[src/common/mpmc_cfg_pkg.sv]
package mpmc_cfg_pkg;

	// ============================================================
	// Channel configuration
	// ============================================================

	// Four APB channels share the memory through one pipeline
	localparam int num_channels = 4;

	// Data width of each channel in bits, indexed by channel number
	// Channel 0 moves a whole line per transfer
	// Channel 3 moves a single byte per transfer
	localparam int ch_width [num_channels] = '{128, 64, 32, 8};

	// ============================================================
	// Memory geometry
	// ============================================================

	// A memory line holds sixteen bytes
	localparam int line_bytes = 16;

	// The store holds this many lines
	// Address bits above the line index are ignored so addresses wrap
	localparam int line_count = 256;

	// Width of the line index taken from the APB address
	// It sits just above the four byte-in-line address bits
	localparam int line_index_bits = 8;

	// ============================================================
	// Types
	// ============================================================

	// Names one of the channels
	// Two bits cover all four, and the round-robin arithmetic
	// relies on it wrapping from channel 3 back to channel 0
	typedef logic [1:0] ch_id_t;

endpackage

[src/common/mpmc_line_pkg.sv]
package mpmc_line_pkg;

	// ============================================================
	// Memory line
	// ============================================================

	// One 128-bit line seen three ways
	// The byte view is what the store writes under a byte enable
	// The word and dword views let the read side pick a lane directly
	// Element k of each view starts at bit k times its own width
	typedef union packed {
		logic [mpmc_cfg_pkg::line_bytes-1:0][7:0] bytes;
		logic [mpmc_cfg_pkg::line_bytes/4-1:0][31:0] words;
		logic [mpmc_cfg_pkg::line_bytes/8-1:0][63:0] dwords;
	} mpmc_line_t;

	// Byte enable for a line write
	// Active high with bit k enabling byte k of the line
	// An all-zero value leaves the line unchanged, which is what reads carry
	typedef logic [mpmc_cfg_pkg::line_bytes-1:0] byte_en_t;

endpackage

[src/hw/mpmc_write_mask.sv]
module mpmc_write_mask (
	input  logic clk,
	input  logic reset,
	input  logic req_valid,
	input  mpmc_cfg_pkg::ch_id_t req_ch,
	input  logic req_write,
	input  logic [11:0] req_addr,
	input  logic [8*mpmc_cfg_pkg::line_bytes-1:0] req_data,
	input  logic [mpmc_cfg_pkg::line_bytes-1:0] req_strb,
	output logic st_valid,
	output mpmc_cfg_pkg::ch_id_t st_ch,
	output logic st_write,
	output logic [mpmc_cfg_pkg::line_index_bits-1:0] st_index,
	output logic [3:0] st_lane,
	output mpmc_line_pkg::byte_en_t st_byte_en,
	output mpmc_line_pkg::mpmc_line_t st_data
);
	import mpmc_cfg_pkg::*;
	import mpmc_line_pkg::*;

	int lane_width;
	logic [3:0] lane;
	byte_en_t byte_en;
	logic [8*line_bytes-1:0] lane_data;

	// ============================================================
	// Lane decode
	// ============================================================

	// The channel width decides how many low address bits pick the lane
	// Strobes slide up by lane times the lane size in bytes
	// Data is copied into every lane so the store needs no shifter
	always_comb begin
		lane_width = ch_width[req_ch];
		if (lane_width == 128) begin
			lane = 4'd0;
			byte_en = req_strb;
			lane_data = req_data;
		end else if (lane_width == 64) begin
			lane = {3'b000, req_addr[3]};
			byte_en = {8'h00, req_strb[7:0]} << {req_addr[3], 3'b000};
			lane_data = {2{req_data[63:0]}};
		end else if (lane_width == 32) begin
			lane = {2'b00, req_addr[3:2]};
			byte_en = {12'h000, req_strb[3:0]} << {req_addr[3:2], 2'b00};
			lane_data = {4{req_data[31:0]}};
		end else begin
			// On the byte channel every address bit below the index is the lane
			lane = req_addr[3:0];
			byte_en = {15'd0, req_strb[0]} << req_addr[3:0];
			lane_data = {16{req_data[7:0]}};
		end
		// Reads must leave the line untouched
		if (!req_write)
			byte_en = '0;
	end

	// ============================================================
	// Stage register
	// ============================================================

	always_ff @(posedge clk) begin
		if (reset)
			st_valid <= 1'b0;
		else
			st_valid <= req_valid;
	end

	always_ff @(posedge clk) begin
		if (req_valid) begin
			st_ch <= req_ch;
			st_write <= req_write;
			st_index <= req_addr[11:4];
			st_lane <= lane;
			st_byte_en <= byte_en;
			st_data <= lane_data;
		end
	end

endmodule
[config.mk]
export PLATFORM = sky130hd
export DESIGN_NAME = mpmc_write_mask
export DESIGN_NICKNAME = d
export VERILOG_FILES = /design/src/common/mpmc_cfg_pkg.sv /design/src/common/mpmc_line_pkg.sv /design/src/hw/mpmc_write_mask.sv
export SDC_FILE = /design/constraint.sdc
export NUM_CORES = 1
export LEC_CHECK = 0
export CAP_MARGIN = 20
export CORE_MARGIN = 3
export CORE_UTILIZATION = 50
export CTS_BUF_LIST = sky130_fd_sc_hd__clkbuf_2
export CTS_CLUSTER_SIZE = 12
export DETAILED_ROUTE_END_ITERATION = 10
export DONT_BUFFER_PORTS = 1
export GPL_TIMING_DRIVEN = 1
export PLACE_DENSITY = 0.7
export SETUP_SLACK_MARGIN = 0.5
export SYNTH_ARGS = -nofsm -noshare
export SYNTH_HDL_FRONTEND = slang
export SYNTH_SLANG_ARGS = --single-unit
[constraint.sdc]
create_clock -name clk -period 1.4 [get_ports clk]
set_input_delay 0.14 -clock clk [delete_from_list [all_inputs] [get_ports clk]]
set_output_delay 0.14 -clock clk [all_outputs]
set_load 0.02 [all_outputs]
== Yosys cells after proc, flatten, opt, wreduce, memory -nomap -nowiden ==
Cells that the tools add are included.

* Register bits: 160
* Logic and storage cells: 30

* Magnitude comparators: 1
* Equal/unequal tests: 3
* Shift operators: 3
* Mux-type cells: 11
* Bitwise logic cells: 1
* Reduce and logical (&&, ||, !) cells: 2

{| class="wikitable"
|+ Operators with widths
! kind !! number
|-
| 128-bit 2-to-1 mux || 3
|-
| 32-bit binary-select mux with 2-bit select || 1
|-
| 32-bit 2-to-1 mux || 2
|-
| 16-bit 2-to-1 mux || 3
|-
| 32-bit by 7-bit equality test with 1-bit output, second input constant || 1
|-
| 32-bit by 8-bit equality test with 1-bit output, second input constant || 1
|-
| 32-bit by 9-bit equality test with 1-bit output, second input constant || 1
|-
| 1-bit by 4-bit << shifter with 16-bit output || 1
|-
| 4-bit by 4-bit << shifter with 16-bit output || 1
|-
| 8-bit by 4-bit << shifter with 16-bit output || 1
|-
| 3-bit >= comparator, second input constant || 1
|-
| 2-bit NOT with 3-bit output || 1
|-
| 3-bit OR reduction || 1
|-
| 2-bit 2-to-1 mux || 1
|-
| 2-bit OR reduction || 1
|-
| 1-bit 2-to-1 mux || 1
|}

== Logic depth before layout (Yosys ltp) ==
Gate-level depths: netlist of the first run.

* Depth in word-level cells: 8
* Mapped depth: 6
* Mapped depth without buffers: 3

== Worst setup path after synthesis of the first run ==
Ideal clock, no wire load.

* Path type: input-to-reg
* From: in req_ch[0]
* To: reg st_data[102] (netlist bit), data pin
* Arrival: 950 ps
* Required time: 1,147 ps
* Setup slack: 198 ps
* Cell stages on the path: 6
* Path buffers: 3
* Path through: buf_6 or2_2 buf_2 buf_2 nor2_1 nor2_1

* Longest elaborated chain between the ends: 7
* Elaborated cells on any way between the ends: 8
* Classes of those cells: eq/ne (2); mux (5); bitwise (1)

{| class="wikitable"
|+ Ends and longest elaborated chain
! element !! line !! text
|-
| from (decl) || mpmc_write_mask.sv:5 || <nowiki>input mpmc_cfg_pkg::ch_id_t req_ch,</nowiki>
|-
| 2-bit NOT with 3-bit output (implied by the code) * || mpmc_write_mask.sv:34 || <nowiki>lane_width = ch_width[req_ch];</nowiki>
|-
| 32-bit binary-select mux with 2-bit select * || mpmc_write_mask.sv:34 ||
|-
| 32-bit 2-to-1 mux (implied by the code) * (2 in a row) || mpmc_write_mask.sv:34 ||
|-
| 32-bit by 8-bit equality test with 1-bit output || mpmc_write_mask.sv:39 || <nowiki>end else if (lane_width == 64) begin</nowiki>
|-
| 128-bit 2-to-1 mux || mpmc_write_mask.sv:39 ||
|-
| 128-bit 2-to-1 mux * || mpmc_write_mask.sv:35 || <nowiki>if (lane_width == 128) begin</nowiki>
|-
| net lane_data[102] || mpmc_write_mask.sv:24 || <nowiki>logic [8*line_bytes-1:0] lane_data;</nowiki>
|-
| to (signal assigned) || mpmc_write_mask.sv:76 || <nowiki>st_data <= lane_data;</nowiki>
|-
| to (decl) || mpmc_write_mask.sv:16 || <nowiki>output mpmc_line_pkg::mpmc_line_t st_data</nowiki>
|}

The timed path passes the listed nets; every way through them passes the cells marked *. The select of a mux whose other input is x is not followed.
A chain may end at the register's enable or synchronous reset.

== Final worst setup path of the first run ==
* From: reg st_data[123] (netlist bit)
* To: out st_data[123] (netlist bit)

No word-level cell between the ends.

==> flow_summary.json, run 1 <==
{
  "period_minus_slack_ns": 1.44,
  "layout_commonest_cell": "edfxtp_1",
  "stdcell_area_um2": 9360,
  "multiInputGateArea_um2": 2640,
  "cts_root_buf": "clkbuf_2",
  "grt_pass1_vias": 5366,
  "drive_above_1_share_pct": 17.2,
  "holdWs_ns": -0.486,
  "io_pins": 322,
  "drc_errors": 0,
  "routedWlPerCell_um": 26.1,
  "cp-startpoint": "st_data[123]$_DFFE_PP_",
  "synth_top_area_share_pct": 62.9,
  "avgSynthCellArea_um2": 13.6,
  "end_kind": "primary output",
  "ys_ff_latch": 160,
  "fin_cells": 877,
  "ant_nets": 0,
  "cp.required_ns": 1.26,
  "maxSlewHeadroom_pct": 51.6,
  "floorplan.die.width_um": 129,
  "min_path_cells": 0,
  "cts_sinks": 160,
  "setup_viol": 75,
  "crit_type": "reg -> out",
  "rsz0062_at_grt": "yes",
  "core_region_area_um2": 14700,
  "layout_setup_ws_ns": -0.0448,
  "synthTopCellsByArea": "edfxtp_1, mux2_2, o21a_1",
  "mostFrequentLayoutCells": "edfxtp_1, dlygate4sd3_1, o21a_1, mux2_2, nand2_1",
  "grt_usage_pct": 26.7,
  "drt-initial-drc-count": 394,
  "die-area_um2": 16700,
  "violations": "hold timing, setup timing",
  "initial_utilization_pct": 51.7,
  "syn_to_final_growth_pct": 23.2,
  "period_share_pct": 103,
  "outcome": "complete, but fails checks",
  "worstHoldEndpoint": "st_ch[1]$_DFFE_PP_",
  "pre_cts_ws_ns": 0.298,
  "synth-seq-area-share_pct": 63.1,
  "placed_area_um2": 7700,
  "grt_max_degree": 161,
  "rows": 44,
  "ys.flop_type": "edfxtp_1",
  "wirelength_um": 22900,
  "nets": 841,
  "drt-vias-per-instance": 6.14,
  "syn-instance-count": 558,
  "hold_viol": 290,
  "via_count": 5387,
  "dp_hpwl_um": 13600,
  "ys_async_sr_fraction_pct": 0,
  "die_y_um": 129,
  "num-fill-cells": 1044,
  "cts_tree": "yes",
  "leakage_nw": 3.53,
  "grt_pass1_wl_um": 33000,
  "synth_edf_count": 159,
  "synth_nets": 720,
  "power_density_nw_per_um2": 1100,
  "cts_max_level": 4,
  "gp_congestion": 0.823,
  "cts_buffers": 17,
  "ys_warn_count": 0,
  "tightest_slew_ns": 0.726,
  "synth.cell_area_um2": 7600,
  "post-synth-top-area-cell": "edfxtp_1",
  "finalMaxSlewViolations": 0,
  "overflow": 0,
  "hp-class": "in -> reg",
  "place_inst": 705,
  "clockBufferDepth": 2,
  "clkTransAtPathRegs_ns": 0.24,
  "fmax_ghz": 0.692,
  "dr.pass1.iters": 4,
  "antenna_found_initial": 3,
  "hp-start": "req_ch[1]",
  "cp-start-kind": "flip-flop",
  "path_max_fanout": 1,
  "worst_ep_arrival_time_ns": 1.30,
  "register_area_um2": 4800,
  "ir_drop_mv": 0.635,
  "io_buffers": 0,
  "drv_cap": 0,
  "yosysUniqueCellTypes": 38
}
## layout make-up
| cell class | count | area share (%) |
|---|---|---|
| multi-input combinational | 354 | 28.2 |
| antenna | 1 | 0.0267 |
| clock buffer | 20 | 1.07 |
| inverter | 3 | 0.120 |
| timing repair buffer | 143 | 15.4 |
| clock inverter | 12 | 1.43 |
| sequential | 160 | 51.3 |
| tap | 184 | 2.46 |
## sequential cells by signal, summed over array words and instances (netlist names)
| register | cells |
|---|---|
| st_valid | 1 |
| st_byte_en | 16 |
| st_data | 128 |
| st_lane | 4 |
| st_ch | 2 |
| st_index | 8 |
| st_write | 1 |
## synth_stat cells, types with 4 or more instances
cell,count
and3_1,14
nand2b_1,7
o21ai_0,8
buf_6,5
mux2i_1,30
clkbuf_1,7
nand2_1,55
a21boi_0,4
buf_4,5
a21oi_1,8
a21o_1,24
o21a_1,74
edfxtp_1,159
nand3_1,11
nor2_1,26
nor3_1,4
buf_2,22
mux2_2,56
nor2b_1,7
## metrics by stage
step                utilization, %  total power, W  setup TNS [ns]  hold WS, ns
floorplan                        -         0.00737               0        0.212
global placement              52.4         0.00738               0        0.213
detailed placement            52.4         0.00741               0        0.216
CTS                           63.1          0.0103          -11.42       -0.561
global route                  63.7          0.0107          -18.00       -0.589
finish                        63.7          0.0103          -0.931       -0.486
## kinds of logic after synthesis
group	Yosys count	share of synthesized area [%]
and+or+nand+nor	135	8.45
AOI/OAI and AO/OA	133	12.9
buffers and inverters	44	3.28
DFF	160	63.1
muxes	86	12.3
## worst max-delay path by stage
stage,slack [ns],endpoint,cells after the start
2_1_floorplan,0.26,st_data[107]$_DFFE_PP_,6
3_3_place_gp,0.34,st_byte_en[13]$_SDFFCE_PN0P_,4
3_5_place_dp,0.30,st_byte_en[13]$_SDFFCE_PN0P_,4
4_1_cts,-0.12,st_data[31],0
5_1_grt,-0.17,st_data[123],0
6_report,-0.04,st_data[123],0
## power breakdown
part           total, W  internal, W  switching, W
Combinational   0.00116     0.000667      0.000490
Sequential      0.00660      0.00583      0.000776
Clock           0.00253     0.000853       0.00168
Total            0.0103      0.00735       0.00294
## layer usage
layer  vias to the layer above  share of wire [%]  track usage (%)
met5                         -              0.092                0
met4                         4                1.9             8.34
met3                        30                 11             10.7
met2                       338                 51             45.2
met1                      2663                 37             31.3
li1                       2352                  -                -
## timing repair
| item | CTS | global route |
|---|---|---|
| cloned | 0 | 0 |
| buffers inserted | 0 | 1 |
| hold endpoints to repair | 319 | 295 |
| setup endpoints to repair | 160 | 188 |
| gates resized for setup | 2 | 13 |
| hold buffers | 134 | 5 |
Power figures use the tool's default switching activity.
==> run 2, diff against run 1 <==
BUFFER_PORTS_ARGS = -buffer_cell sky130_fd_sc_hd__buf_2   (was default)
DONT_BUFFER_PORTS = default   (was 1)
PLACE_DENSITY = 0.88   (was 0.7)
==> run 2 against run 1 <==
Net effect: the run ends with setup timing left; combinational power increased to 3.0 times the previous value; non-clock buffer count is 384 higher; utilization up 22 points; sequential share of layout area is 13 points lower; first-iteration DRC count increased by 110%; critical path type unchanged; largest cell class unchanged.
==> flow_summary.json, run 2 (synthesis results as in run 1) <==
{
  "overflow": 0,
  "setup_viol": 160,
  "core_region_area_um2": 14700,
  "drt-initial-drc-count": 812,
  "crit_buf_inv": 1,
  "layout_setup_ws_ns": -0.224,
  "antenna_found_initial": 4,
  "cp_slowest_stage_delay_ns": 0.55,
  "crit_slowest_cell": "edfxtp_1",
  "min_path_cells": 3,
  "crit_cells": 1,
  "period_minus_slack_ns": 1.62,
  "rows": 44,
  "cts_tree": "yes",
  "clockBufferDepth": 2,
  "initial_utilization_pct": 51.7,
  "cp_cell_sequence": "buf_6",
  "violations": "setup timing",
  "gp_congestion": 0.826,
  "cp-start-kind": "flip-flop",
  "grt_pass1_vias": 7865,
  "dr.pass1.iters": 5,
  "clkTransAtPathRegs_ns": 0.26,
  "largestRegisters": "st_data x128, st_byte_en x16, st_index x8",
  "tightest_slew_ns": 0.636,
  "dp_hpwl_um": 16800,
  "pre_cts_ws_ns": -0.0456,
  "num-fill-cells": 610,
  "die_y_um": 129,
  "drc_errors": 0,
  "outcome": "complete, but fails checks",
  "finalMaxSlewViolations": 0,
  "worst_ep_arrival_time_ns": 1.48,
  "cp_top_family": "flip-flops",
  "syn_to_final_growth_pct": 65.8,
  "drt-vias-per-instance": 6.07,
  "end_kind": "primary output",
  "multiInputGateArea_um2": 2650,
  "ir_drop_mv": 0.510,
  "cts_sinks": 160,
  "hold_viol": 0,
  "routedWlPerCell_um": 25.9,
  "cts_max_level": 4,
  "mostFrequentLayoutCells": "buf_2, dlygate4sd3_1, edfxtp_1, buf_6, o21a_1",
  "period_share_pct": 116,
  "leakage_nw": 5.43,
  "crit_type": "reg -> out",
  "nets": 1225,
  "io_pins": 322,
  "io_buffers": 321,
  "via_count": 7669,
  "cts_buffers": 17,
  "register_area_um2": 4800,
  "drive_above_1_share_pct": 43.6,
  "power_density_nw_per_um2": 962,
  "layout_commonest_cell": "buf_2",
  "grt_pass1_wl_um": 44900,
  "largest-register": "st_data",
  "cts_root_buf": "clkbuf_2",
  "fmax_ghz": 0.616,
  "wirelength_um": 32800,
  "floorplan.die.width_um": 129,
  "die-area_um2": 16700,
  "drv_cap": 0,
  "grt_usage_pct": 36.3,
  "hp-class": "in -> reg",
  "ant_nets": 0,
  "cp.required_ns": 1.26,
  "rsz0062_at_grt": "yes",
  "grt_max_degree": 36,
  "largest_reg_flops": 128,
  "maxSlewHeadroom_pct": 57.5,
  "fin_util_pct": 85.7,
  "path_max_fanout": 1
}
-- run 2: cell count changes in the layout (fill, tap and decap cells not counted), sizes merged --
cell,before,now
inv,6,5
clkbuf,20,21
buf,5,355
dlymetal6s4s,8,5
dlygate4sd3,129,163
dlymetal6s2s,1,2
diode,1,4
clkinvlp,2,4
-- run 2: worst min-delay path, cell delays in order --
cell and delay, ns:
buf_6 0.20, o31ai_1 0.13, o31ai_1 0.22
-- run 2: final timing paths --
check,from,slack (ns),to
min,req_ch[0],0.02,st_byte_en[11]$_SDFFCE_PN0P_
max,st_byte_en[3]$_SDFFCE_PN0P_,-0.22,st_byte_en[3]
-- run 2: through the flow --
stage	TNS [ns]	std cells	hold slack (ns)	area, um^2	power, W
CTS	-19.97	1258	0.00206	12000	0.0115
floorplan	0	558	0.212	7760	0.00737
detailed placement	-0.399	1056	0.298	9710	0.00843
global placement	-0.00123	1056	0.295	9710	0.00837
global route	-32.20	1262	-0.0250	12600	0.0125
finish	-12.81	1264	0.0179	12600	0.0121
-- run 2: metal layers --
metal  part of all wire, %  global-route usage (%)
met4                   7.2                    23.7
met1                    32                    39.6
met2                    48                    61.4
met3                    12                    11.0
met5                 0.040                       0
-- run 2: final cells by class --
cell class | count | share of cell area, %
clock buffers | 19 | 0.755
diodes | 4 | 0.0795
flip-flops and latches | 160 | 38.1
inverters | 3 | 0.0894
well taps | 184 | 1.83
clock inverters | 13 | 1.10
multi-input cells | 354 | 21.0
repair buffers | 527 | 37.0
-- run 2: power breakdown --
group	switching, W	total [W]	internal, W
clock network	0.00178	0.00261	0.000833
logic	0.00174	0.00344	0.00171
registers	0.000255	0.00606	0.00580
-- run 2: repair_timing --
action                     in CTS  in global routing
pin swaps                       0                  1
gates resized for setup       119                196
setup endpoints to repair     160                214
hold buffers                  170                  1
gates cloned                    0                  0
setup buffers                   0                  1
hold endpoints to repair      319                  1
