File: config.mk
export PLATFORM = sky130hd
export DESIGN_NAME = mpmc_read_align
export DESIGN_NICKNAME = d
export VERILOG_FILES = /design/src/common/mpmc_cfg_pkg.sv /design/src/common/mpmc_line_pkg.sv /design/src/hw/mpmc_read_align.sv
export SDC_FILE = /design/constraint.sdc
export NUM_CORES = 1
export LEC_CHECK = 0
export BUFFER_PORTS_ARGS = -buffer_cell sky130_fd_sc_hd__clkbuf_2
export CAP_MARGIN = 10
export CORE_MARGIN = 5
export CORE_UTILIZATION = 49
export DETAILED_ROUTE_END_ITERATION = 10
export HOLD_SLACK_MARGIN = 0.08
export PLACE_DENSITY = 0.89
export SLEW_MARGIN = 0
export SYNTH_ARGS = -nofsm -noshare
export SYNTH_HDL_FRONTEND = slang
export SYNTH_SLANG_ARGS = --single-unit
File: constraint.sdc
create_clock -name clk -period 14.4 [get_ports clk]
set_clock_uncertainty 0.05 [all_clocks]
set_input_delay 2.16 -clock clk [delete_from_list [all_inputs] [get_ports clk]]
set_output_delay 2.16 -clock clk [all_outputs]
set_load 0.02 [all_outputs]
File: src/common/mpmc_cfg_pkg.sv
package mpmc_cfg_pkg;

	// ============================================================
	// Channel configuration
	// ============================================================

	// Four APB channels share the memory through one pipeline
	localparam int num_channels = 4;

	// Data width of each channel in bits, indexed by channel number
	// Channel 0 moves a whole line per transfer
	// Channel 3 moves a single byte per transfer
	localparam int ch_width [num_channels] = '{128, 64, 32, 8};

	// ============================================================
	// Memory geometry
	// ============================================================

	// A memory line holds sixteen bytes
	localparam int line_bytes = 16;

	// The store holds this many lines
	// Address bits above the line index are ignored so addresses wrap
	localparam int line_count = 256;

	// Width of the line index taken from the APB address
	// It sits just above the four byte-in-line address bits
	localparam int line_index_bits = 8;

	// ============================================================
	// Types
	// ============================================================

	// Names one of the channels
	// Two bits cover all four, and the round-robin arithmetic
	// relies on it wrapping from channel 3 back to channel 0
	typedef logic [1:0] ch_id_t;

endpackage

File: src/common/mpmc_line_pkg.sv
package mpmc_line_pkg;

	// ============================================================
	// Memory line
	// ============================================================

	// One 128-bit line seen three ways
	// The byte view is what the store writes under a byte enable
	// The word and dword views let the read side pick a lane directly
	// Element k of each view starts at bit k times its own width
	typedef union packed {
		logic [mpmc_cfg_pkg::line_bytes-1:0][7:0] bytes;
		logic [mpmc_cfg_pkg::line_bytes/4-1:0][31:0] words;
		logic [mpmc_cfg_pkg::line_bytes/8-1:0][63:0] dwords;
	} mpmc_line_t;

	// Byte enable for a line write
	// Active high with bit k enabling byte k of the line
	// An all-zero value leaves the line unchanged, which is what reads carry
	typedef logic [mpmc_cfg_pkg::line_bytes-1:0] byte_en_t;

endpackage

File: src/hw/mpmc_read_align.sv
module mpmc_read_align (
	input  logic clk,
	input  logic reset,
	input  logic rd_valid,
	input  mpmc_cfg_pkg::ch_id_t rd_ch,
	input  logic [3:0] rd_lane,
	input  mpmc_line_pkg::mpmc_line_t rd_line,
	output logic pready_0,
	output logic [mpmc_cfg_pkg::ch_width[0]-1:0] prdata_0,
	output logic pready_1,
	output logic [mpmc_cfg_pkg::ch_width[1]-1:0] prdata_1,
	output logic pready_2,
	output logic [mpmc_cfg_pkg::ch_width[2]-1:0] prdata_2,
	output logic pready_3,
	output logic [mpmc_cfg_pkg::ch_width[3]-1:0] prdata_3,
	output logic [mpmc_cfg_pkg::num_channels-1:0] done
);
	import mpmc_cfg_pkg::*;

	logic [num_channels-1:0] hit;
	logic [ch_width[1]-1:0] lane_dword;
	logic [ch_width[2]-1:0] lane_word;
	logic [ch_width[3]-1:0] lane_byte;

	// Lane pick through the line views
	// The lane number indexes the view that matches the channel width
	assign lane_dword = rd_line.dwords[rd_lane[0]];
	assign lane_word = rd_line.words[rd_lane[1:0]];
	assign lane_byte = rd_line.bytes[rd_lane];

	// One-hot decode of the completing channel
	always_comb begin
		hit = '0;
		if (rd_valid)
			hit[rd_ch] = 1'b1;
	end

	// ============================================================
	// Completion
	// ============================================================

	// done doubles as the pready vector and lasts one cycle per request
	always_ff @(posedge clk) begin
		if (reset)
			done <= '0;
		else
			done <= hit;
	end

	assign pready_0 = done[0];
	assign pready_1 = done[1];
	assign pready_2 = done[2];
	assign pready_3 = done[3];

	// Read data only moves for the channel that completes
	always_ff @(posedge clk) begin
		if (hit[0])
			prdata_0 <= rd_line;
		if (hit[1])
			prdata_1 <= lane_dword;
		if (hit[2])
			prdata_2 <= lane_word;
		if (hit[3])
			prdata_3 <= lane_byte;
	end

endmodule

=== Yosys cells after proc, flatten, opt, wreduce, memory -nomap -nowiden ===
Cells that the tools add are included.

* Input port bits: 137
* Register bits after elaboration: 236
* Logic and storage cells: 20
* Output and inout port bits: 240

* Reduce and logical (&&, ||, !) cells: 1
* Order comparisons: 5
* Mux-type cells: 9

{| class="wikitable"
|+ Operators with widths
! operator !! count
|-
| $mux 64 || 2
|-
| $bmux 32 s2 || 1
|-
| $bmux 8 s4 || 1
|-
| $mux 32 || 1
|-
| $mux 8 || 1
|-
| $lt 2x3->1 const B || 2
|-
| $lt 4x5->1 const B || 1
|-
| $mux 4 || 1
|-
| $demux 1 s2 || 1
|-
| $ge 2x1->1 const B || 1
|-
| $lt 1x2->1 const B || 1
|-
| $logic_and 1x1->1 || 1
|-
| $mux 1 || 1
|}

=== Logic depth before layout (Yosys ltp) ===
Gate-level depths: netlist (run 1).

* Depth after elaboration: 5
* Gate-level depth with buffers: 5
* Mapped depth without buffers: 3

=== Worst setup path before layout (run 1) ===
No wires, ideal clock.

* Path kind: input-to-reg
* Start: input rd_ch[0]
* End: register prdata_0[0] (netlist name) (enable)
* Arrival time: 11.461 ns
* Library setup time: 0.801 ns
* Slack: 2.089 ns
* Path buffers: 0
* Cell stages on the path: 1
* Data required time: 13.549 ns
* Cells stage by stage: nor3b_1

* Longest elaborated chain between the ends: 5
* Elaborated cells on any way between the ends: 6
* Those cells by class: order compare (2); mux (3); reduce/logical (1)

{| class="wikitable"
|+ RTL lines
! item !! line !! RTL
|-
| start: declaration || mpmc_read_align.sv:5 || <nowiki>input mpmc_cfg_pkg::ch_id_t rd_ch,</nowiki>
|-
| $lt 2x3->1 (implied by the code) / $ge 2x1->1 (equally long branches) || mpmc_read_align.sv:35 || <nowiki>hit[rd_ch] = 1'b1;</nowiki>
|-
| $logic_and 1x1->1 (implied by the code) || mpmc_read_align.sv:35 ||
|-
| $mux 1 (implied by the code) || mpmc_read_align.sv:35 ||
|-
| $demux 1 s2 (*) || mpmc_read_align.sv:35 ||
|-
| $mux 4 (*) || mpmc_read_align.sv:34 || <nowiki>if (rd_valid)</nowiki>
|-
| end signal: assignment || mpmc_read_align.sv:58 || <nowiki>prdata_0 <= rd_line;</nowiki>
|-
| end: declaration || mpmc_read_align.sv:9 || <nowiki>output logic [mpmc_cfg_pkg::ch_width[0]-1:0] prdata_0,</nowiki>
|}

Mark *: on every way between the ends. The rest lies on a longest branch, timed or not.
A chain may end at the register's enable or synchronous reset.

==> Implementation_results.wiki, run 1 <==
{| class="wikitable"
! Metric !! Value
|-
| Worst path max stage delay || slightly above 0.8 ns
|-
| Maximum vdd ir drop || 0.103 mV
|-
| Pin count of the biggest net entering global routing || 66
|-
| Cell with the most instances after synthesis || edfxtp_1
|-
| Critical path's top delay family || buffers and inverters
|-
| Post-synthesis register bit count || 236
|-
| Number of fillers in the final layout || around 1300
|-
| Total Die Area || around 0.023 mm2
|-
| Die Height || around 150 um
|-
| Worst-margin pin slew || ~1.1 ns
|-
| Max-cap check violation count || 0
|-
| DRC violation count after routing || 0
|-
| Post-synthesis async set-or-reset flop share || 0%
|-
| Via density per instance || between 5 and 6
|-
| CP Capture Type || register
|-
| Antenna violations before repair || 0
|-
| Antenna diode count || 0
|-
| Max-slew violations || 0
|-
| Per-cell routed wire length || approximately 24 um
|-
| Crit path launch type || primary input
|-
| Class of the tightest hold or removal check || primary input to register
|-
| RSZ-0062 raised after global routing || false
|-
| GR Layer Usage met2 || about two fifths
|-
| Most numerous cell types in the synthesized netlist || edfxtp_1 (232), mux2_2 (64), mux4_2 (58)
|-
| Half-perimeter wire length after detailed placement || 18200 um
|-
| Series of cell instances along the critical path || buf_6 -> buf_4 -> mux4_1 -> o22ai_1 -> nor2_1
|-
| Outcome || complete, no violations
|-
| Min Tclk post-route || 4.23 ns
|-
| Fraction of met1 tracks used by global routing || 27.9%
|-
| Worst slack on hold paths || 1.83 ns
|-
| Number of enable-type register cells in the synthesized netlist || roughly 230
|-
| Power density over the cells || 128 mW/mm2
|-
| Final RePlAce weighted congestion || 0.831
|-
| Met3 routing resource usage after global routing || under 10%
|-
| Peak clock frequency supported by timing || 236 MHz
|-
| Initial Utilization || slightly below 50%
|-
| Total buffers and inverters traversed by the critical path || 2
|-
| Slew headroom || ~24%
|-
| H-tree depth || 1
|-
| Cell type contributing the most total cell area after synthesis || edfxtp_1
|-
| CTS tree || built
|-
| Synthesized netlist net count || 567
|-
| GRT Residual Overflow || 0
|-
| Initial DRC Count || ~400
|-
| Hold Violations, Final || 0
|-
| Critical path class || primary input to register
|-
| Fraction of final layout cells with drive strength greater than 1 || 65.5%
|-
| Remaining antenna violation count || 0
|-
| TritonCTS Buffers || 24
|-
| Count of clock tree sinks || ~240
|-
| Minimum setup slack in the final design || 10.17 ns
|-
| Longest Clk Path Bufs || 3
|-
| Mean instance size in the synthesized netlist || between 20 and 25 um2
|-
| Total Routed Length || ~26000 um
|-
| Static leakage || slightly below 5 nW
|-
| Boundary pin count || 377
|-
| Warnings from Yosys || 0
|-
| DRT Pass-1 Iters || 5
|-
| Synthesized area || about 0.0097 mm2
|-
| Most instantiated flip-flop cell in the synthesis netlist || edfxtp_1
|-
| Final total negative setup slack || 0 ns
|-
| Horiz. Die Dim || ~150 um
|-
| Number of buffers added on ports || around 380
|-
| Slowest library cell on the worst path || buf_4
|-
| Relative area change from synthesis to final layout || 29.0%
|-
| Cell count after synthesis || 430
|-
| Worst slack at placement || about 9.6 ns
|-
| Gates resized, CTS repair || 0
|-
| Nets || about 940
|-
| Critical path required time || 14.61 ns
|-
| Core Area || 0.0195 mm2
|-
| Part of the cycle the worst path needs || 29.4%
|-
| Largest cells by area after synthesis || edfxtp_1 (72%), mux4_2 (14%), mux2_2 (7.5%), mux4_1 (1.6%), o22ai_1 (1.0%)
|-
| Fraction of the yosys area taken by sequential cells || between 70% and 80%
|-
| Endpoints failing setup || 0
|-
| Number of standard-cell rows in the floorplan || slightly above 50
|-
| Global-route wire length before repair || ~38000 um
|-
| Via count of the first global-routing pass || 6101
|-
| CTS Root Cell || clkbuf_16
|-
| Maximum fanout count along the critical path || 65
|-
| Post-CTS Hold Buffers || 0
|-
| Area fraction of the dominant cell type after synthesis || approximately 72%
|-
| Most Used Layer, Global Route || met2
|-
| Vias post-DR || just over 6000
|-
| Clock-pin slew reported for the worst setup and hold paths after clock tree synthesis || 0.06 ns
|-
| Count of different cell masters after synthesis || 21
|-
| Data arrival at the endpoint of the critical path || approximately 4.4 ns
|-
| Total GRT Usage || between 20% and 30%
|-
| Post-CTS Setup Repair Bufs || 0
|}
==> through the flow <==
step / area, um2 / utilization, % / cells / total power [W]
after floorplan: 9660 / - / 430 / 0.000938
after global placement: 11700 / 60.1 / 1046 / 0.00101
after detailed placement: 11700 / 60.1 / 1046 / 0.00102
after CTS: 12500 / 64.0 / 1088 / 0.00162
after global routing: 12500 / 64.0 / 1088 / 0.00166
final: 12500 / 64.0 / 1088 / 0.00160
==> placed cells by master (no fill, tap or decap), types with 3 or more instances in the layout <==
master / count
clkinv_2: 4
mux4_2: 58
clkbuf_1: 5
o22ai_1: 16
mux2_2: 64
mux4_1: 6
dfxtp_1: 4
clkbuf_16: 25
edfxtp_1: 232
nor2_1: 9
clkinv_1: 3
clkbuf_2: 374
nand2b_1: 3
buf_4: 4
==> registers in the layout (all words and copies together) (netlist names) <==
name      cells
prdata_0    128
prdata_1     64
prdata_2     32
prdata_3      8
done          4
==> power breakdown <==
part | leakage (nW) | switching, W | total [W] | internal [W]
registers | 2.17 | 0.00000933 | 0.000805 | 0.000796
clock network | 0.371 | 0.000247 | 0.000600 | 0.000353
logic | 2.34 | 0.000118 | 0.000196 | 0.0000780
==> layer usage <==
metal  part of all wire [%]  vias up
li1                       -     2590
met3                     10       35
met4                    1.7        0
met2                     52      401
met5                      0        -
met1                     36     3057
==> final cells by class <==
class / count / area [um2] / share of cell area, %
flip-flops and latches: 236 / 7050 / 56.5
well taps: 265 / 332 / 2.66
clock inverters: 12 / 116 / 0.934
repair buffers: 379 / 1910 / 15.3
clock buffers: 30 / 644 / 5.17
multi-input cells: 166 / 2410 / 19.4
==> cell families after synthesis <==
family / share of synthesized area, %
AO/OA/AOI/OAI: 1.04
buffers and inverters: 2.21
flip-flops: 72.9
multiplexers: 22.6
AND/OR/NAND/NOR: 1.22
==> path summary, 6_finish.rpt <==
check,cells past startpoint,endpoint,start,slack (ns)
worst max-delay path,5,prdata_3[4],rd_lane[0],10.17
worst min-delay path,1,prdata_0[73],rd_line[73],1.83
(Power assumes the default switching activity.)
==> inputs of run 2 (changes only) <==
Settings changed: CORE_UTILIZATION 49 to 44, PLACE_DENSITY 0.89 to 0.85.
Clock period 14.4 ns to 3.7 ns, I/O delays scaled along.
==> Implementation_results.wiki, run 2 (synthesis results as in run 1) <==
{| class="wikitable"
! Metric !! Value
|-
| Minimum setup slack in the final design || around 1.8 ns
|-
| Number of fillers in the final layout || 1633
|-
| Power dissipated by switching net loads || 0.00148 W
|-
| Core Area || between 0.02 and 0.025 mm2
|-
| FF/Latch Area || between 0.007 and 0.008 mm2
|-
| Via density per instance || 5.45
|-
| Post-CTS Hold Buffers || 0
|-
| GRT Residual Overflow || 0
|-
| Slew headroom || 22.5%
|-
| Longest Clk Path Bufs || 3
|-
| Total Routed Length || roughly 26000 um
|-
| Horiz. Die Dim || between 150 and 200 um
|-
| Part of the total power dissipated in the clock network || 39.7%
|-
| Critical path required time || a little under 4 ns
|-
| Critical path's top delay family || buffers and inverters
|-
| Relative area change from synthesis to final layout || 30.9%
|-
| Crit path depth || 3
|-
| TritonCTS Buffers || 25
|-
| Utilization after layout || 58.2%
|-
| Outcome || complete, no violations
|-
| Initial DRC Count || between 300 and 400
|-
| Most frequent standard cell in the layout excluding fill and tap cells || clkbuf_2
|-
| Die Height || ~160 um
|-
| Worst slack at placement || roughly 1.3 ns
|-
| Half-perimeter wire length after detailed placement || 18300 um
|-
| Data arrival at the endpoint of the critical path || roughly 2.1 ns
|-
| Slowest library cell on the worst path || buf_6
|-
| CP Capture Type || register
|-
| Antenna diode count || 0
|-
| Maximum fanout count along the critical path || slightly below 70
|-
| Worst-margin pin slew || about 1.2 ns
|-
| DRC violation count after routing || 0
|-
| Max-cap check violation count || 0
|-
| Multi-input logic area || about 0.0024 mm2
|-
| RSZ-0062 raised after global routing || false
|-
| Crit path launch type || primary input
|-
| Part of the cycle the worst path needs || 51.0%
|-
| CTS tree || built
|-
| Hold Violations, Final || 0
|-
| Global-route wire length before repair || ~37000 um
|-
| Fraction of final layout cells with drive strength greater than 1 || roughly 66%
|-
| Series of cell instances along the critical path || buf_6 -> buf_4 -> mux4_2
|-
| CTS Root Cell || clkbuf_16
|-
| Number of buffers added on ports || around 380
|-
| DRT Pass-1 Iters || 4
|-
| Register with the highest flop count || prdata_0
|-
| Count of clock tree sinks || ~240
|-
| Min Tclk post-route || roughly 1.9 ns
|-
| Switching fraction of total power || a little under a quarter
|-
| Total GRT Usage || 19.5%
|-
| Initial Utilization || 44.4%
|-
| Boundary pin count || 377
|-
| Per-cell routed wire length || 23.2 um
|-
| Critical path class || primary input to register
|-
| Most frequent cells in the layout || clkbuf_2 (374), edfxtp_1 (232), mux2_2 (64)
|-
| Total Die Area || approximately 0.025 mm2
|-
| Gates resized, CTS repair || 0
|-
| Combinational share of power || between 10% and 20%
|-
| Top Registers || prdata_0 x128, prdata_1 x64, prdata_2 x32
|-
| Pin count of the biggest net entering global routing || 74
|-
| Worst path max stage delay || about 0.56 ns
|-
| Via count of the first global-routing pass || ~6100
|-
| Clock-pin slew reported for the worst setup and hold paths after clock tree synthesis || roughly 0.060 ns
|-
| Int Pwr || about 0.0050 W
|-
| Endpoints failing setup || 0
|-
| Vias post-DR || slightly above 6000
|-
| Max reg flops || 128
|-
| Antenna violations before repair || 0
|-
| Number of standard-cell rows in the floorplan || 54
|-
| Max-slew violations || 0
|-
| Nets || 952
|-
| Remaining antenna violation count || 0
|-
| Hold Path Stages || 1
|-
| Post-CTS Setup Repair Bufs || 0
|-
| Total buffers and inverters traversed by the critical path || 2
|-
| Class of the tightest hold or removal check || primary input to register
|-
| Peak clock frequency supported by timing || 530 MHz
|-
| Maximum vdd ir drop || 0.379 mV
|-
| Final RePlAce weighted congestion || ~0.8
|-
| H-tree depth || 1
|-
| Static leakage || between 4 and 5 nW
|-
| Register share of total power || just under 50%
|-
| Power density over the cells || 511 mW/mm2
|}
run 2: cell types whose count changed in the layout (fill, tap and decap cells not counted), moves of 2 or more:
cell,change
clkinv_4,-2
clkbuf_1,-3
clkinv_2,+2
clkinv_1,+2
buf_4,+4
bufinv_16,+3
buf_12,+2
run 2: layout make-up:
class / count / share of cell area [%]
clock buffers: 27 / 5.00
clock inverters: 17 / 1.70
multi-input cells: 166 / 19.1
flip-flops and latches: 236 / 55.7
well taps: 280 / 2.77
repair buffers: 386 / 15.7
run 2: per-layer routing:
layer,GRT usage [%],wire length [um]
met1,24.8,9080
met4,5.52,745
met3,5.19,2700
met5,0,0
met2,33.3,13300
run 2: stage by stage:
step           hold slack [ns]  total power, W  instance area, um2  setup TNS [ns]  instances
6_report                 0.211         0.00647               12700               0       1112
5_1_grt                  0.198         0.00671               12700               0       1112
4_1_cts                  0.188         0.00653               12700               0       1112
3_5_place_dp             0.730         0.00396               11800               0       1068
3_3_place_gp             0.731         0.00394               11800               0       1068
2_1_floorplan            0.581         0.00364                9670          -77.58        430
run 2: path summary, 6_finish.rpt:
kind / startpoint / to / slack [ns]
hold / removal: rd_line[115] / prdata_0[115] / 0.21
setup / recovery: rd_lane[0] / prdata_2[21] / 1.81
run 2: power by group through the flow:
| stage | sequential, W | combinational (W) | clock [W] |
|---|---|---|---|
| after floorplan | 0.00336 | 0.000282 | 0 |
| after global placement | 0.00319 | 0.000754 | 0 |
| after detailed placement | 0.00319 | 0.000768 | 0 |
| after CTS | 0.00314 | 0.000772 | 0.00262 |
| after global routing | 0.00314 | 0.000812 | 0.00275 |
| final | 0.00313 | 0.000765 | 0.00257 |
==> inputs of run 3 (changes only) <==
Settings changed: CORE_UTILIZATION 44 to 49, PLACE_DENSITY 0.85 to 0.89.
Clock period 3.7 ns to 1.8 ns, I/O delays scaled along.
==> Implementation_results.wiki, run 3 (synthesis results as in run 1) <==
{| class="wikitable"
! Metric !! Value
|-
| Min Tclk post-route || approximately 1.7 ns
|-
| CP Capture Type || register
|-
| Core Area || about 0.019 mm2
|-
| DRC violation count after routing || 0
|-
| H-tree depth || 1
|-
| Pin count of the biggest net entering global routing || 39
|-
| Hold Violations, Final || 0
|-
| Most frequent CP cell || buf_12
|-
| Die Height || 150 um
|-
| Endpoints failing setup || 0
|-
| Worst slack at placement || slightly below 0.04 ns
|-
| Antenna diode count || 0
|-
| Min-Delay Startpoint || rd_valid
|-
| Total GRT Usage || 27.1%
|-
| Part of the cycle the worst path needs || between 90% and 100%
|-
| Total buffers and inverters traversed by the critical path || 4
|-
| Number of standard-cell rows in the floorplan || 51
|-
| Series of cell instances along the critical path || dlygate4sd3_1 -> clkbuf_2 -> nor3b_4 -> buf_12 -> buf_12
|-
| CTS Root Cell || clkbuf_16
|-
| Relative area change from synthesis to final layout || 46.7%
|-
| Nets || between 1000 and 1500
|-
| Remaining antenna violation count || 0
|-
| Start point of the critical path || rd_ch[0]
|-
| Max reg flops || between 100 and 150
|-
| Number of fillers in the final layout || ~1100
|-
| Final RePlAce weighted congestion || 0.821
|-
| Static leakage || roughly 5.6 nW
|-
| Via density per instance || approximately 5.6
|-
| Top Registers || prdata_0 x128, prdata_1 x64, prdata_2 x32
|-
| DRT Pass-1 Iters || 5
|-
| Outcome || complete, no violations
|-
| Slew headroom || about half
|-
| Most frequent standard cell in the layout excluding fill and tap cells || clkbuf_2
|-
| Slowest library cell on the worst path || dlygate4sd3_1
|-
| Critical path required time || 1.94 ns
|-
| Most frequent cells in the layout || clkbuf_2 (374), edfxtp_1 (232), dlygate4sd3_1 (134)
|-
| Maximum fanout count along the critical path || 38
|-
| Count of clock tree sinks || ~240
|-
| Total Die Area || around 0.023 mm2
|-
| Boundary pin count || ~380
|-
| Data arrival at the endpoint of the critical path || 1.80 ns
|-
| Half-perimeter wire length after detailed placement || 19400 um
|-
| RSZ-0062 raised after global routing || false
|-
| Register with the highest flop count || prdata_0
|-
| Via count of the first global-routing pass || 7286
|-
| Minimum setup slack in the final design || 0.146 ns
|-
| TritonCTS Buffers || 24
|-
| Antenna violations before repair || 0
|-
| Gates resized, CTS repair || 0
|-
| Max-slew violations || 0
|-
| Power density over the cells || between 900 and 1000 mW/mm2
|-
| CTS tree || built
|-
| Tot Pwr || 0.0134 W
|-
| Worst-margin pin slew || about 0.73 ns
|-
| Global-route wire length before repair || between 40000 and 50000 um
|-
| Clock-pin slew reported for the worst setup and hold paths after clock tree synthesis || 0.06 ns
|-
| Critical path class || primary input to register
|-
| Crit path launch type || primary input
|-
| Total Routed Length || 30900 um
|-
| Worst slack on hold paths || 0.135 ns
|-
| Longest Clk Path Bufs || 3
|-
| Horiz. Die Dim || 150 um
|-
| Peak clock frequency supported by timing || 604 MHz
|-
| Initial DRC Count || between 500 and 600
|-
| Maximum vdd ir drop || approximately 0.89 mV
|-
| Max-cap check violation count || 0
|-
| Class of the tightest hold or removal check || primary input to register
|-
| Vias post-DR || approximately 7000
|-
| Fraction of final layout cells with drive strength greater than 1 || around 58%
|-
| Per-cell routed wire length || 24.7 um
|-
| Initial Utilization || between 40 and 50%
|-
| Number of buffers added on ports || roughly 380
|-
| Worst path max stage delay || ~0.54 ns
|-
| Critical path's top delay family || buffers and inverters
|-
| GRT Residual Overflow || 0
|}
## run 3: cell count changes in the layout (fill, tap and decap cells not counted), sizes merged
cell	change
clkbuf	+1
clkinvlp	+4
bufinv	-3
clkinv	-4
buf	+21
dlygate4sd3	+134
## run 3: tightest hold or removal path: stages
cell	delay, ns
clkbuf_2	0.12
nand2b_1	0.14
nor3_1	0.10
## run 3: per-layer routing
metal  vias up  share of wire, %  track usage [%]
li1       2911                 -                -
met1      3493                33             31.8
met2       510                53             48.3
met3        94               9.7             6.11
met4         0               4.1             11.0
met5         -                 0                0
## run 3: layout make-up
| class | instances | area (um2) | share of cell area, % |
|---|---|---|---|
| Clock buffer | 28 | 667 | 4.70 |
| Clock inverter | 14 | 129 | 0.909 |
| Sequential cell | 236 | 7050 | 49.7 |
| Timing Repair Buffer | 541 | 3590 | 25.3 |
| Multi-Input combinational cell | 166 | 2420 | 17.1 |
| Tap cell | 265 | 332 | 2.34 |
## run 3: path summary, 6_finish.rpt
| path | to | slack [ns] | cells after the start |
|---|---|---|---|
| min | done[0] | 0.14 | 3 |
| max | prdata_0[42] | 0.15 | 5 |
## run 3: power by group
| part | total [W] | switching, W | leakage, nW | internal [W] |
|---|---|---|---|---|
| clock | 0.00499 | 0.00206 | 0.381 | 0.00293 |
| sequential | 0.00645 | 0.0000843 | 2.17 | 0.00636 |
| combinational | 0.00192 | 0.00105 | 3.08 | 0.000872 |
| total | 0.0134 | 0.00319 | 5.63 | 0.0102 |
## run 3: repair_timing
| action | 4_1_cts | 5_1_grt |
|---|---|---|
| endpoints found under the hold margin | 175 | 0 |
| setup buffers | 0 | 0 |
| hold buffers | 134 | 0 |
## run 3: metrics by stage
stage	TNS, ns	util (%)	instances	cell area [um2]
floorplan	-284.30	-	430	9680
global placement	0	61.9	1074	12000
detailed placement	0	61.9	1074	12000
CTS	0	72.9	1250	14200
global route	0	72.9	1250	14200
finish	0	72.9	1250	14200
